==> src/cnn_awp_pkg.sv <==
package cnn_awp_pkg;

    ////////////////////
    // Widths
    ////////////////////

    // Payload lanes per input transaction, also the quad limit
    localparam int NUM_LANES = 4;
    // Pixel and weight width
    localparam int PIXEL_W   = 8;
    // Room for four unsigned 8x8 products
    localparam int SUM_W     = 18;
    // Result sequence tag
    localparam int SEQ_W     = 8;

    typedef logic [PIXEL_W-1:0] pixel_t;
    typedef logic [SUM_W-1:0]   sum_t;
    typedef logic [SEQ_W-1:0]   seq_t;

    ////////////////////
    // Transactions
    ////////////////////

    typedef enum logic {
        KIND_WEIGHT = 1'b0,
        KIND_PIXEL  = 1'b1
    } trans_kind_e;

    // Input word, lane q goes to quad q
    typedef struct packed {
        trans_kind_e            kind;
        pixel_t [NUM_LANES-1:0] lanes;
    } trans_in_t;

    // Output word
    typedef struct packed {
        seq_t seq;
        sum_t sum;
    } trans_eg_t;

    ////////////////////
    // State machines
    ////////////////////

    typedef enum logic [1:0] {
        ING_IDLE,
        ING_HOLD,
        ING_DRAIN,
        ING_RELEASE
    } ingress_state_e;

    typedef enum logic [1:0] {
        EG_IDLE,
        EG_REQ,
        EG_RELEASE
    } egress_state_e;

endpackage

==> src/awp_egress.sv <==
`timescale 1ns/1ps

module awp_egress #(
    parameter int EG_DEPTH = 4
) (
    input  logic                   clk_FAS,
    input  logic                   rst,
    // Final sums from the last quad
    input  logic                   res_valid,
    input  cnn_awp_pkg::sum_t      res_sum,
    output logic                   res_ready,
    // Four-phase output port
    output logic                   eg_req,
    input  logic                   eg_ack,
    output cnn_awp_pkg::trans_eg_t eg_data
);

    import cnn_awp_pkg::*;

    localparam int PTR_W = (EG_DEPTH > 1) ? $clog2(EG_DEPTH) : 1;
    localparam int CNT_W = $clog2(EG_DEPTH + 1);

    egress_state_e state;
    // Result queue
    sum_t          res_mem [EG_DEPTH];
    logic [PTR_W-1:0] wr_ptr;
    logic [PTR_W-1:0] rd_ptr;
    logic [CNT_W-1:0] cnt;
    logic          push;
    logic          pop;
    // Tag of the next result out
    seq_t          seq_r;

    assign res_ready = (cnt != CNT_W'(EG_DEPTH));
    assign push      = res_valid && res_ready;
    // Head leaves once the sink has acked it
    assign pop       = (state == EG_REQ) && eg_ack;

    ////////////////////
    // Result queue
    ////////////////////

    always_ff @(posedge clk_FAS) begin
        if (push) begin
            res_mem[wr_ptr] <= res_sum;
        end
        // Word held steady for the whole req phase
        if (state == EG_IDLE) begin
            eg_data.seq <= seq_r;
            eg_data.sum <= res_mem[rd_ptr];
        end
    end

    always_ff @(posedge clk_FAS) begin
        if (rst) begin
            wr_ptr <= '0;
            rd_ptr <= '0;
            cnt    <= '0;
        end else begin
            if (push) begin
                wr_ptr <= (wr_ptr == PTR_W'(EG_DEPTH - 1)) ? '0 : wr_ptr + 1'b1;
            end
            if (pop) begin
                rd_ptr <= (rd_ptr == PTR_W'(EG_DEPTH - 1)) ? '0 : rd_ptr + 1'b1;
            end
            cnt <= cnt + CNT_W'(push) - CNT_W'(pop);
        end
    end

    ////////////////////
    // Sender FSM
    ////////////////////

    always_ff @(posedge clk_FAS) begin
        if (rst) begin
            state  <= EG_IDLE;
            eg_req <= 1'b0;
            seq_r  <= '0;
        end else begin
            case (state)
                // Previous ack must be low first
                EG_IDLE: begin
                    if (cnt != '0 && !eg_ack) begin
                        eg_req <= 1'b1;
                        state  <= EG_REQ;
                    end
                end
                EG_REQ: begin
                    if (eg_ack) begin
                        eg_req <= 1'b0;
                        seq_r  <= seq_r + 1'b1;
                        state  <= EG_RELEASE;
                    end
                end
                EG_RELEASE: begin
                    if (!eg_ack) begin
                        state <= EG_IDLE;
                    end
                end
                default: state <= EG_IDLE;
            endcase
        end
    end

endmodule

==> src/awp_ingress.sv <==
`timescale 1ns/1ps

module awp_ingress #(
    parameter int NUM_QUADS = 4
) (
    input  logic                                  clk_FAS,
    input  logic                                  rst,
    // Four-phase input port
    input  logic                                  in_req,
    input  cnn_awp_pkg::trans_in_t                in_data,
    output logic                                  in_ack,
    // Status gathered from the quads
    input  logic [NUM_QUADS-1:0]                  quad_pix_ready,
    input  logic [NUM_QUADS-1:0]                  quad_idle,
    // Weight broadcast and pixel push, shared lanes
    output logic                                  wt_load,
    output logic                                  pix_valid,
    output cnn_awp_pkg::pixel_t [NUM_QUADS-1:0]   lanes
);

    import cnn_awp_pkg::*;

    ingress_state_e state;
    // Captured input word
    trans_in_t      word_r;
    logic           all_pix_ready;
    logic           all_idle;

    // Every quad must take the vector in the same cycle
    assign all_pix_ready = &quad_pix_ready;
    // Weights change only once the chain is empty
    assign all_idle      = &quad_idle;

    // Lane q of the held word feeds quad q
    always_comb begin
        for (int q = 0; q < NUM_QUADS; q++) begin
            lanes[q] = word_r.lanes[q];
        end
    end

    ////////////////////
    // Capture
    ////////////////////

    // Word is stable while in_req is high
    always_ff @(posedge clk_FAS) begin
        if (state == ING_IDLE && in_req) begin
            word_r <= in_data;
        end
    end

    ////////////////////
    // Handshake FSM
    ////////////////////

    always_ff @(posedge clk_FAS) begin
        if (rst) begin
            state     <= ING_IDLE;
            in_ack    <= 1'b0;
            wt_load   <= 1'b0;
            pix_valid <= 1'b0;
        end else begin
            // Single-cycle pulses
            wt_load   <= 1'b0;
            pix_valid <= 1'b0;
            case (state)
                ING_IDLE: begin
                    if (in_req) begin
                        if (in_data.kind == KIND_PIXEL) begin
                            if (all_pix_ready) begin
                                in_ack    <= 1'b1;
                                pix_valid <= 1'b1;
                                state     <= ING_RELEASE;
                            end else begin
                                state <= ING_HOLD;
                            end
                        end else if (all_idle) begin
                            in_ack  <= 1'b1;
                            wt_load <= 1'b1;
                            state   <= ING_RELEASE;
                        end else begin
                            state <= ING_DRAIN;
                        end
                    end
                end
                // Pixel waits for room in every pixel queue
                ING_HOLD: begin
                    if (all_pix_ready) begin
                        in_ack    <= 1'b1;
                        pix_valid <= 1'b1;
                        state     <= ING_RELEASE;
                    end
                end
                // Weight waits for queued work to finish
                ING_DRAIN: begin
                    if (all_idle) begin
                        in_ack  <= 1'b1;
                        wt_load <= 1'b1;
                        state   <= ING_RELEASE;
                    end
                end
                // Hold ack until the source drops req
                ING_RELEASE: begin
                    if (!in_req) begin
                        in_ack <= 1'b0;
                        state  <= ING_IDLE;
                    end
                end
                default: state <= ING_IDLE;
            endcase
        end
    end

endmodule

==> src/awp_quad.sv <==
`timescale 1ns/1ps

module awp_quad #(
    parameter bit FIRST_STAGE = 1'b0,
    parameter int PIX_DEPTH   = 4,
    parameter int CASC_DEPTH  = 4
) (
    input  logic                clk_FAS,
    input  logic                rst,
    // Weight broadcast
    input  logic                wt_load,
    input  cnn_awp_pkg::pixel_t wt_in,
    // Pixel link from ingress
    input  logic                pix_valid,
    input  cnn_awp_pkg::pixel_t pix_in,
    output logic                pix_ready,
    // Cascade from the previous quad
    input  logic                casc_in_valid,
    input  cnn_awp_pkg::sum_t   casc_in_sum,
    output logic                casc_in_ready,
    // Cascade toward the next quad or egress
    output logic                casc_out_valid,
    output cnn_awp_pkg::sum_t   casc_out_sum,
    input  logic                casc_out_ready,
    output logic                idle
);

    import cnn_awp_pkg::*;

    localparam int PIX_PTR_W  = (PIX_DEPTH > 1) ? $clog2(PIX_DEPTH) : 1;
    localparam int PIX_CNT_W  = $clog2(PIX_DEPTH + 1);
    localparam int CASC_PTR_W = (CASC_DEPTH > 1) ? $clog2(CASC_DEPTH) : 1;
    localparam int CASC_CNT_W = $clog2(CASC_DEPTH + 1);

    pixel_t                weight_r;
    // Pixel queue
    pixel_t                pix_mem [PIX_DEPTH];
    logic [PIX_PTR_W-1:0]  pix_wr;
    logic [PIX_PTR_W-1:0]  pix_rd;
    logic [PIX_CNT_W-1:0]  pix_cnt;
    logic                  pix_push;
    // Cascade input queue
    sum_t                  casc_mem [CASC_DEPTH];
    logic [CASC_PTR_W-1:0] casc_wr;
    logic [CASC_PTR_W-1:0] casc_rd;
    logic [CASC_CNT_W-1:0] casc_cnt;
    logic                  casc_push;
    // MAC stage
    logic                  casc_have;
    sum_t                  casc_head;
    logic                  fire;

    assign pix_ready     = (pix_cnt != PIX_CNT_W'(PIX_DEPTH));
    assign casc_in_ready = (casc_cnt != CASC_CNT_W'(CASC_DEPTH));
    assign pix_push      = pix_valid && pix_ready;
    assign casc_push     = casc_in_valid && casc_in_ready;

    // First stage starts the chain from zero
    assign casc_have = FIRST_STAGE ? 1'b1 : (casc_cnt != '0);
    assign casc_head = FIRST_STAGE ? '0 : casc_mem[casc_rd];

    // Output register free or draining this cycle
    assign fire = (pix_cnt != '0) && casc_have && (!casc_out_valid || casc_out_ready);
    assign idle = (pix_cnt == '0) && (casc_cnt == '0) && !casc_out_valid;

    ////////////////////
    // Queue storage
    ////////////////////

    always_ff @(posedge clk_FAS) begin
        if (pix_push) begin
            pix_mem[pix_wr] <= pix_in;
        end
        if (casc_push) begin
            casc_mem[casc_wr] <= casc_in_sum;
        end
        // Product widened to the cascade width before the add
        if (fire) begin
            casc_out_sum <= sum_t'(pix_mem[pix_rd]) * sum_t'(weight_r) + casc_head;
        end
    end

    ////////////////////
    // Control
    ////////////////////

    always_ff @(posedge clk_FAS) begin
        if (rst) begin
            weight_r       <= '0;
            pix_wr         <= '0;
            pix_rd         <= '0;
            pix_cnt        <= '0;
            casc_wr        <= '0;
            casc_rd        <= '0;
            casc_cnt       <= '0;
            casc_out_valid <= 1'b0;
        end else begin
            if (wt_load) begin
                weight_r <= wt_in;
            end
            // Pointers wrap at the queue depth
            if (pix_push) begin
                pix_wr <= (pix_wr == PIX_PTR_W'(PIX_DEPTH - 1)) ? '0 : pix_wr + 1'b1;
            end
            if (fire) begin
                pix_rd <= (pix_rd == PIX_PTR_W'(PIX_DEPTH - 1)) ? '0 : pix_rd + 1'b1;
            end
            pix_cnt <= pix_cnt + PIX_CNT_W'(pix_push) - PIX_CNT_W'(fire);
            if (casc_push) begin
                casc_wr <= (casc_wr == CASC_PTR_W'(CASC_DEPTH - 1)) ? '0 : casc_wr + 1'b1;
            end
            // Cascade head is consumed only past the first stage
            if (fire && !FIRST_STAGE) begin
                casc_rd  <= (casc_rd == CASC_PTR_W'(CASC_DEPTH - 1)) ? '0 : casc_rd + 1'b1;
            end
            casc_cnt <= casc_cnt + CASC_CNT_W'(casc_push)
                        - CASC_CNT_W'(fire && !FIRST_STAGE);
            if (fire) begin
                casc_out_valid <= 1'b1;
            end else if (casc_out_ready) begin
                casc_out_valid <= 1'b0;
            end
        end
    end

endmodule

==> src/cnn_layer_accel_awp.sv <==
`timescale 1ns/1ps

module cnn_layer_accel_awp #(
    parameter int NUM_QUADS  = 4,
    parameter int PIX_DEPTH  = 4,
    parameter int CASC_DEPTH = 4,
    parameter int EG_DEPTH   = 4
) (
    input  logic                   clk_FAS,
    input  logic                   rst,
    input  logic                   in_req,
    input  cnn_awp_pkg::trans_in_t in_data,
    output logic                   in_ack,
    output logic                   eg_req,
    output cnn_awp_pkg::trans_eg_t eg_data,
    input  logic                   eg_ack
);

    import cnn_awp_pkg::*;

    logic [NUM_QUADS-1:0]   quad_pix_ready;
    logic [NUM_QUADS-1:0]   quad_idle;
    logic                   wt_load;
    logic                   pix_valid;
    pixel_t [NUM_QUADS-1:0] lanes;
    // Cascade link k enters quad k, link NUM_QUADS goes to egress
    logic [NUM_QUADS:0]     casc_valid;
    logic [NUM_QUADS:0]     casc_ready;
    sum_t [NUM_QUADS:0]     casc_sum;

    // Nothing feeds the head of the chain
    assign casc_valid[0] = 1'b0;
    assign casc_sum[0]   = '0;

    awp_ingress #(
        .NUM_QUADS (NUM_QUADS)
    ) i_awp_ingress (
        .clk_FAS        (clk_FAS),
        .rst            (rst),
        .in_req         (in_req),
        .in_data        (in_data),
        .in_ack         (in_ack),
        .quad_pix_ready (quad_pix_ready),
        .quad_idle      (quad_idle),
        .wt_load        (wt_load),
        .pix_valid      (pix_valid),
        .lanes          (lanes)
    );

    ////////////////////
    // Quad chain
    ////////////////////

    for (genvar k = 0; k < NUM_QUADS; k++) begin : quad
        awp_quad #(
            .FIRST_STAGE (k == 0),
            .PIX_DEPTH   (PIX_DEPTH),
            .CASC_DEPTH  (CASC_DEPTH)
        ) i_awp_quad (
            .clk_FAS        (clk_FAS),
            .rst            (rst),
            .wt_load        (wt_load),
            .wt_in          (lanes[k]),
            .pix_valid      (pix_valid),
            .pix_in         (lanes[k]),
            .pix_ready      (quad_pix_ready[k]),
            .casc_in_valid  (casc_valid[k]),
            .casc_in_sum    (casc_sum[k]),
            .casc_in_ready  (casc_ready[k]),
            .casc_out_valid (casc_valid[k+1]),
            .casc_out_sum   (casc_sum[k+1]),
            .casc_out_ready (casc_ready[k+1]),
            .idle           (quad_idle[k])
        );
    end

    // Last quad drains into the result queue
    awp_egress #(
        .EG_DEPTH (EG_DEPTH)
    ) i_awp_egress (
        .clk_FAS   (clk_FAS),
        .rst       (rst),
        .res_valid (casc_valid[NUM_QUADS]),
        .res_sum   (casc_sum[NUM_QUADS]),
        .res_ready (casc_ready[NUM_QUADS]),
        .eg_req    (eg_req),
        .eg_ack    (eg_ack),
        .eg_data   (eg_data)
    );

endmodule
==> config.mk <==
export PLATFORM = sky130hd
export DESIGN_NAME = cnn_layer_accel_awp
export DESIGN_NICKNAME = d
export VERILOG_FILES = /design/src/cnn_awp_pkg.sv /design/src/awp_egress.sv /design/src/awp_ingress.sv /design/src/awp_quad.sv /design/src/cnn_layer_accel_awp.sv
export SDC_FILE = /design/constraint.sdc
export NUM_CORES = 1
export LEC_CHECK = 0
export ABC_AREA = 0
export ABC_CLOCK_PERIOD_IN_PS = 7650
export BUFFER_PORTS_ARGS = -buffer_cell sky130_fd_sc_hd__buf_4
export CAP_MARGIN = 20
export CORE_ASPECT_RATIO = 0.75
export CORE_MARGIN = 8
export CORE_UTILIZATION = 45
export DETAILED_ROUTE_END_ITERATION = 12
export PLACE_DENSITY = 0.71
export SLEW_MARGIN = 20
export SYNTH_ARGS = -nofsm -noshare
export SYNTH_HDL_FRONTEND = slang
export SYNTH_SLANG_ARGS = --single-unit
==> constraint.sdc <==
create_clock -name clk_FAS -period 7.65 [get_ports clk_FAS]
set_clock_uncertainty 0.1 [all_clocks]
set_input_delay 1.53 -clock clk_FAS [delete_from_list [all_inputs] [get_ports clk_FAS]]
set_output_delay 1.53 -clock clk_FAS [all_outputs]
set_load 0.01 [all_outputs]
---- Word level (Yosys, flattened, before mapping) ----
Memory sizes are Yosys's and may differ from the RTL's. A register that Yosys moved wholly into a read port is not among the register bits.
Cells that the tools add are included.
storage, ports and cells
  bits of input ports ..................... 37
  memory bits (writable) .................. 408
  register bits ........................... 218
  output and inout port bits .............. 28
  logic and storage cells ................. 278
  memories kept ........................... 8
memory list
  memory                       depth  bits a word  rd ports  clocked after Yosys merged registers in  wr ports  line              RTL
  i_awp_egress.res_mem         4      18           1         1                                        1         awp_egress.sv:25  sum_t res_mem [EG_DEPTH];
  quad[2].i_awp_quad.casc_mem  4      18           1         1                                        1         awp_quad.sv:43    sum_t casc_mem [CASC_DEPTH];
  quad[3].i_awp_quad.casc_mem  4      18           1         1                                        1         awp_quad.sv:43
  quad[1].i_awp_quad.casc_mem  4      16           1         1                                        1         awp_quad.sv:43
  quad[0].i_awp_quad.pix_mem   4      8            1         1                                        1         awp_quad.sv:37    pixel_t pix_mem [PIX_DEPTH];
  quad[1].i_awp_quad.pix_mem   4      8            1         1                                        1         awp_quad.sv:37
  +2 memories                  -      -            -         -                                        -         -
operators by class
  reductions and logical operators ........ 63
  add/subtract/negate cells ............... 36
  mux-type cells .......................... 83
  equal/unequal tests ..................... 36
  multipliers ............................. 4
operator list
  operator                                        number
  two-way mux 2 bit                               39
  multiplier 8 x 8 -> 16 bit                      4
  adder 16 x 18 -> 18 bit                         3
  == test 2 bit (second input constant)           19
  two-way mux 1 bit                               38
  adder 2 x 1 -> 2 bit (second input constant)    16
  logical AND 1 bit                               25
  adder 3 x 1 -> 3 bit                            8
  != test 3 bit (second input constant)           8
  nonzero test 3 bit                              8
  subtractor 3 x 1 -> 3 bit                       8
  zero test 3 bit                                 7
  AND reduction 4 bit                             3
  != test 2 bit (second input constant)           5
  nonzero test 2 bit                              5
  adder 8 x 1 -> 8 bit (second input constant)    1
  case mux 2 bit (4 select lines)                 1
  case mux 1 bit (2 select lines)                 3
  case mux 2 bit (3 select lines)                 1
  AND reduction 3 bit                             2
  zero test 1 bit                                 5
  == test 2 x 1 -> 1 bit (second input constant)  2
  zero test 2 bit                                 2
  logical OR 1 bit                                4
  other kinds (3)                                 5

---- Longest topological paths before layout ----
  depth after elaboration ................. 8
  gate-level depth with buffers ........... 20

---- By module ----
A second synthesis with hierarchy kept.
second synthesis, totals
  cell total of the unflattened synthesis .. 2516
  area total of the unflattened synthesis .. 34931.0 µm²
by module, submodules not included
  module                          cells an instance  instances  seq. area each (µm²)  area an instance (µm²)
  awp_quad at quad[1].i_awp_quad  613                1          4204.0                8235.4
  awp_quad at quad[2].i_awp_quad  610                1          4204.0                8211.6
  awp_quad at quad[3].i_awp_quad  603                1          4204.0                8197.9
  awp_quad at quad[0].i_awp_quad  400                1          1861.8                4709.5
  awp_egress                      219                1          3303.2                4260.3
  awp_ingress                     70                 1          1061.0                1312.5
  cnn_layer_accel_awp             1                  1          0.0                   3.8

---- Worst setup path after synthesis ----
No wires, ideal clock.
  kind .................................... flip-flop to flip-flop
  start point ............................. register (tool-made name)
  end point ............................... register quad[1].i_awp_quad.casc_out_sum[17], data pin
  required time ........................... 7.294 ns
  period minus slack after synthesis ...... 5.898 ns
  library setup time ...................... 0.256 ns
  data arrival time ....................... 5.542 ns
  path slack .............................. 1.752 ns
  buffers on the path ..................... 2
  cell stages (with the launch flop) ...... 19
  cells stage by stage .................... dfxtp_1 > clkbuf_1 > buf_1 > mux4_2 > inv_1 > fa_1 > inv_1 > fa_1 > fa_1 > inv_1 > fa_1 > inv_1 > ha_1 > o21a_1 > o31a_1 > a2111o_1 > a2111oi_0 > a21oi_1 > a31o_2
RTL lines
  item                    line            RTL
  end signal: assignment  awp_quad.sv:79  casc_out_sum <= sum_t'(pix_mem[pix_rd]) * sum_t'(weight_r) + casc_head;
  end: declaration        awp_quad.sv:23  output cnn_awp_pkg::sum_t casc_out_sum,

==> metrics.md <==
| Metric | Value |
|---|---|
| Fmax | 169 MHz |
| Cells after DPL | 3,446 |
| Complex-gate fraction of the synthesized area | 3.01% |
| Worst Setup Path Type | flip-flop to flip-flop |
| Die footprint | 85,000 sq um |
| # rows | 87 |
| CTS H-tree lvls | 3 |
| Endpoints failing setup | 0 |
| Synth Register Bits | 658 |
| Vias per cell | 5.10 |
| Post-CTS Hold Buffers | 0 |
| Final HPWL DP | 45.4 mm |
| Antenna-violating nets left | 0 |
| Async S/R FF share, synth | 0% |
| Drt total wl | 62.6 mm |
| Syn nets | 2,896 |
| Yosys cell types | 58 |
| Mapped Area | 34,100 sq um |
| GPL Wtd Cong | 0.832 |
| Largest net degree at the start of global routing | 68 |
| Mean Syn Cell Area | 13.9 sq um |
| Number of flops mapped to enable cells by yosys | 536 |
| Fin Setup TNS | 0 ns |
| Endpoints failing hold | 0 |
| Starting Density | 45.4% |
| Critical Path AT | 6.15 ns |
| CTS max path bufs | 3 |
| I/O pins | 65 |
| GR Util All Layers | 14.8% |
| Leak | 15.1 nW |
| Post-Layout Cell Count | 3,566 |
| Setup Buffers After CTS | 0 |
| Top FF cell, synth | edfxtp_1 |
| CTS sink cnt | 658 |
| 1st-iter DRT viols | 1,039 |
| Tot Pwr | 11.0 mW |
| Outcome | finished, final reports clean |
| Initial antenna violation count | 0 |
| Vias in the first global route | 19,400 |
| Power density cells | 291 nW/um^2 |
| Post-synthesis xor/xnor area fraction | 1.85% |
| Fin. max-slew vios | 0 |
| DRC | 0 |
| HP Start | i_awp_egress.seq_r[7] |
| Area Growth Syn to Fin | 10.7% |
| Type of destination of the critical path | flip-flop |
| Post_cts resized | 0 |
| RSZ-0062 raised after global routing | false |
| Main combinational cell family by area after synthesis | adder cells |
| Worst Path Buf+Inv | 2 |
| TritonCTS Buffers | 66 |
| Worst-Margin Slew | 1.07 ns |
| Startpoint class of the critical path | flip-flop |
| Synth Area in Simple Gates | 7.80% |
| Worst-path cell chain | mux4_2 -> and2_1 -> fa_1 -> fa_1 -> inv_1 -> fa_1 -> fa_1 -> inv_1 -> ha_1 -> o21a_1 -> o31a_1 -> a2111o_1 -> a2111oi_0 -> a21oi_1 -> a31o_2 |
| CP max stage cell | mux4_2 |
| First-pass DRT Iterations | 6 |
| Max-cap violations | 0 |
| Worst vdd ir | 0.000186 V |
| Worst slew margin | 28.7% |
| Mux cell area share after synthesis | 8.59% |
| Ys Warns | 0 |
| Worst-path maximum fanout | 8 |
| Nets | 2,984 |
| Data required time at the worst endpoint | 7.90 ns |
| Fin crit share | 77.1% |
| Vias | 18,200 |
| Shortest period the worst path allows | 5.90 ns |
| Top delay family on crit path | adder cells |
| Clock-pin slew on the worst setup and hold paths | 0.06 ns |
| First-pass GRT wire length | 102 mm |
| CP dominant cell by count | fa_1 |
| CP peak stage delay | 0.67 ns |
| Count of input and output buffers | 64 |
| CTS tree | done |
| Syn Inst Count | 2,448 |
| Seq/Total Area, Yosys | 54.3% |
| GRT Residual Overflow | 0 |
| Hold WC Path Type | flip-flop to flip-flop |
| DIE WIDTH | 334 um |
| Post-Synth Adder-Cell Area | 19.4% |
| CTS root buffer | clkbuf_16 |
| Routed WL per cell | 17.6 um |
| Placeable Area | 75,100 sq um |
| Fill cell count | 6,257 |
| Clk Latency, worst-skew pair | 0.61 ns |
| Die Height | 254 um |
| Share of post-route cells with drive strength above 1 | 11.5% |
| Antenna cells | 0 |
==> final timing paths <==
path | to | slack, ns | depth (start not counted)
setup / recovery | quad[1].i_awp_quad.casc_out_sum[17] | 1.75 | 15
setup reg to reg | quad[1].i_awp_quad.casc_out_sum[17] | 1.75 | 15
hold reg to reg | i_awp_egress.eg_data[25] | 0.37 | 0
hold / removal | i_awp_egress.eg_data[25] | 0.37 | 0
==> kinds of logic (layout without fill, tap and decap cells) <==
group,Yosys count,count (layout)
XOR/XNOR,72,72
buffers and inverters,459,598
adder cells (fa/ha/maj),411,411
multiplexers,165,165
AO/OA/AOI/OAI,154,154
flip-flops,658,658
AND/OR/NAND/NOR,529,529
==> layout make-up <==
class | count | area, sq um | share of cell area (%)
flip-flops and latches | 658 | 18500 | 49.1
multi-input cells | 1331 | 13900 | 36.7
clock buffers | 86 | 1790 | 4.73
inverters | 402 | 1510 | 3.99
well taps | 979 | 1220 | 3.24
repair buffers | 77 | 578 | 1.53
clock inverters | 33 | 258 | 0.682
==> power breakdown <==
group	total, mW	internal (mW)	leakage, nW	switching (mW)
clock network	3.07	1.71	1.00	1.36
registers	5.19	4.72	5.94	0.473
logic	2.73	1.16	8.19	1.57
total	11.0	7.59	15.1	3.40
==> per-layer routing <==
metal  GRT usage [%]  vias up  routed length (um)
li1                -     8557                   -
met1            20.6     9210               29600
met2            24.7      320               29400
met3            2.36       85                2510
met4            3.53        0                1100
met5               0        -                   0
==> layout by cell type, fill, tap and decap left out, types with 20 or more instances in the layout <==
cell type  count
nor3_1        20
xor2_1        24
inv_1        401
ha_1         216
xnor2_1       48
and2_1       201
nor2_1       132
o21ai_0       20
buf_4         77
clkbuf_16     67
edfxtp_1     536
a21oi_1       49
dfxtp_1      120
nand2_1      114
fa_1         195
mux4_2       102
mux2i_1       61
==> stage by stage <==
stage	instance area, sq um	util [%]	setup slack (ns)	hold slack [ns]
CTS	37800	50.3	1.73	0.371
global route	37800	50.3	1.38	0.389
detailed placement	35700	47.6	1.74	0.359
global placement	35700	47.6	1.81	0.348
finish	37800	50.3	1.75	0.367
floorplan	34100	-	1.75	0.328
==> sequential cells by signal (all words and copies together) (netlist names), 3 cells and up, named ones only <==
signal / flops
quad.i_awp_quad.casc_rd: 6
quad.i_awp_quad.pix_rd: 8
quad.i_awp_quad.casc_mem: 208
quad.i_awp_quad.casc_cnt: 9
quad.i_awp_quad.casc_out_valid: 4
i_awp_egress.cnt: 3
i_awp_egress.eg_data: 26
quad.i_awp_quad.pix_wr: 8
quad.i_awp_quad.weight_r: 32
quad.i_awp_quad.casc_out_sum: 70
i_awp_egress.seq_r: 8
quad.i_awp_quad.casc_wr: 6
quad.i_awp_quad.pix_cnt: 12
i_awp_egress.res_mem: 72
i_awp_ingress.lanes: 32
quad.i_awp_quad.pix_mem: 128
==> Yosys cell counts (6+ instances only) <==
cell	instances	area (sq um)
ha_1	216	2700
a21o_1	19	143
clkbuf_1	43	161
inv_1	401	1510
mux2i_1	61	611
mux4_2	102	2300
a211oi_1	8	60.1
o21a_1	8	60.1
dfxtp_1	122	2440
nor3_1	20	100
nor2b_1	19	119
o21ai_0	20	100
xor2_1	24	210
nand2_1	114	428
xnor2_1	48	420
and2_1	202	1260
edfxtp_1	536	16100
o21bai_1	6	45.0
fa_1	195	3900
buf_1	12	45.0
nand3_1	17	85.1
a31oi_1	7	43.8
nor2_1	133	499
a21oi_1	49	245
No activity file was read; power rests on OpenSTA's default activity.
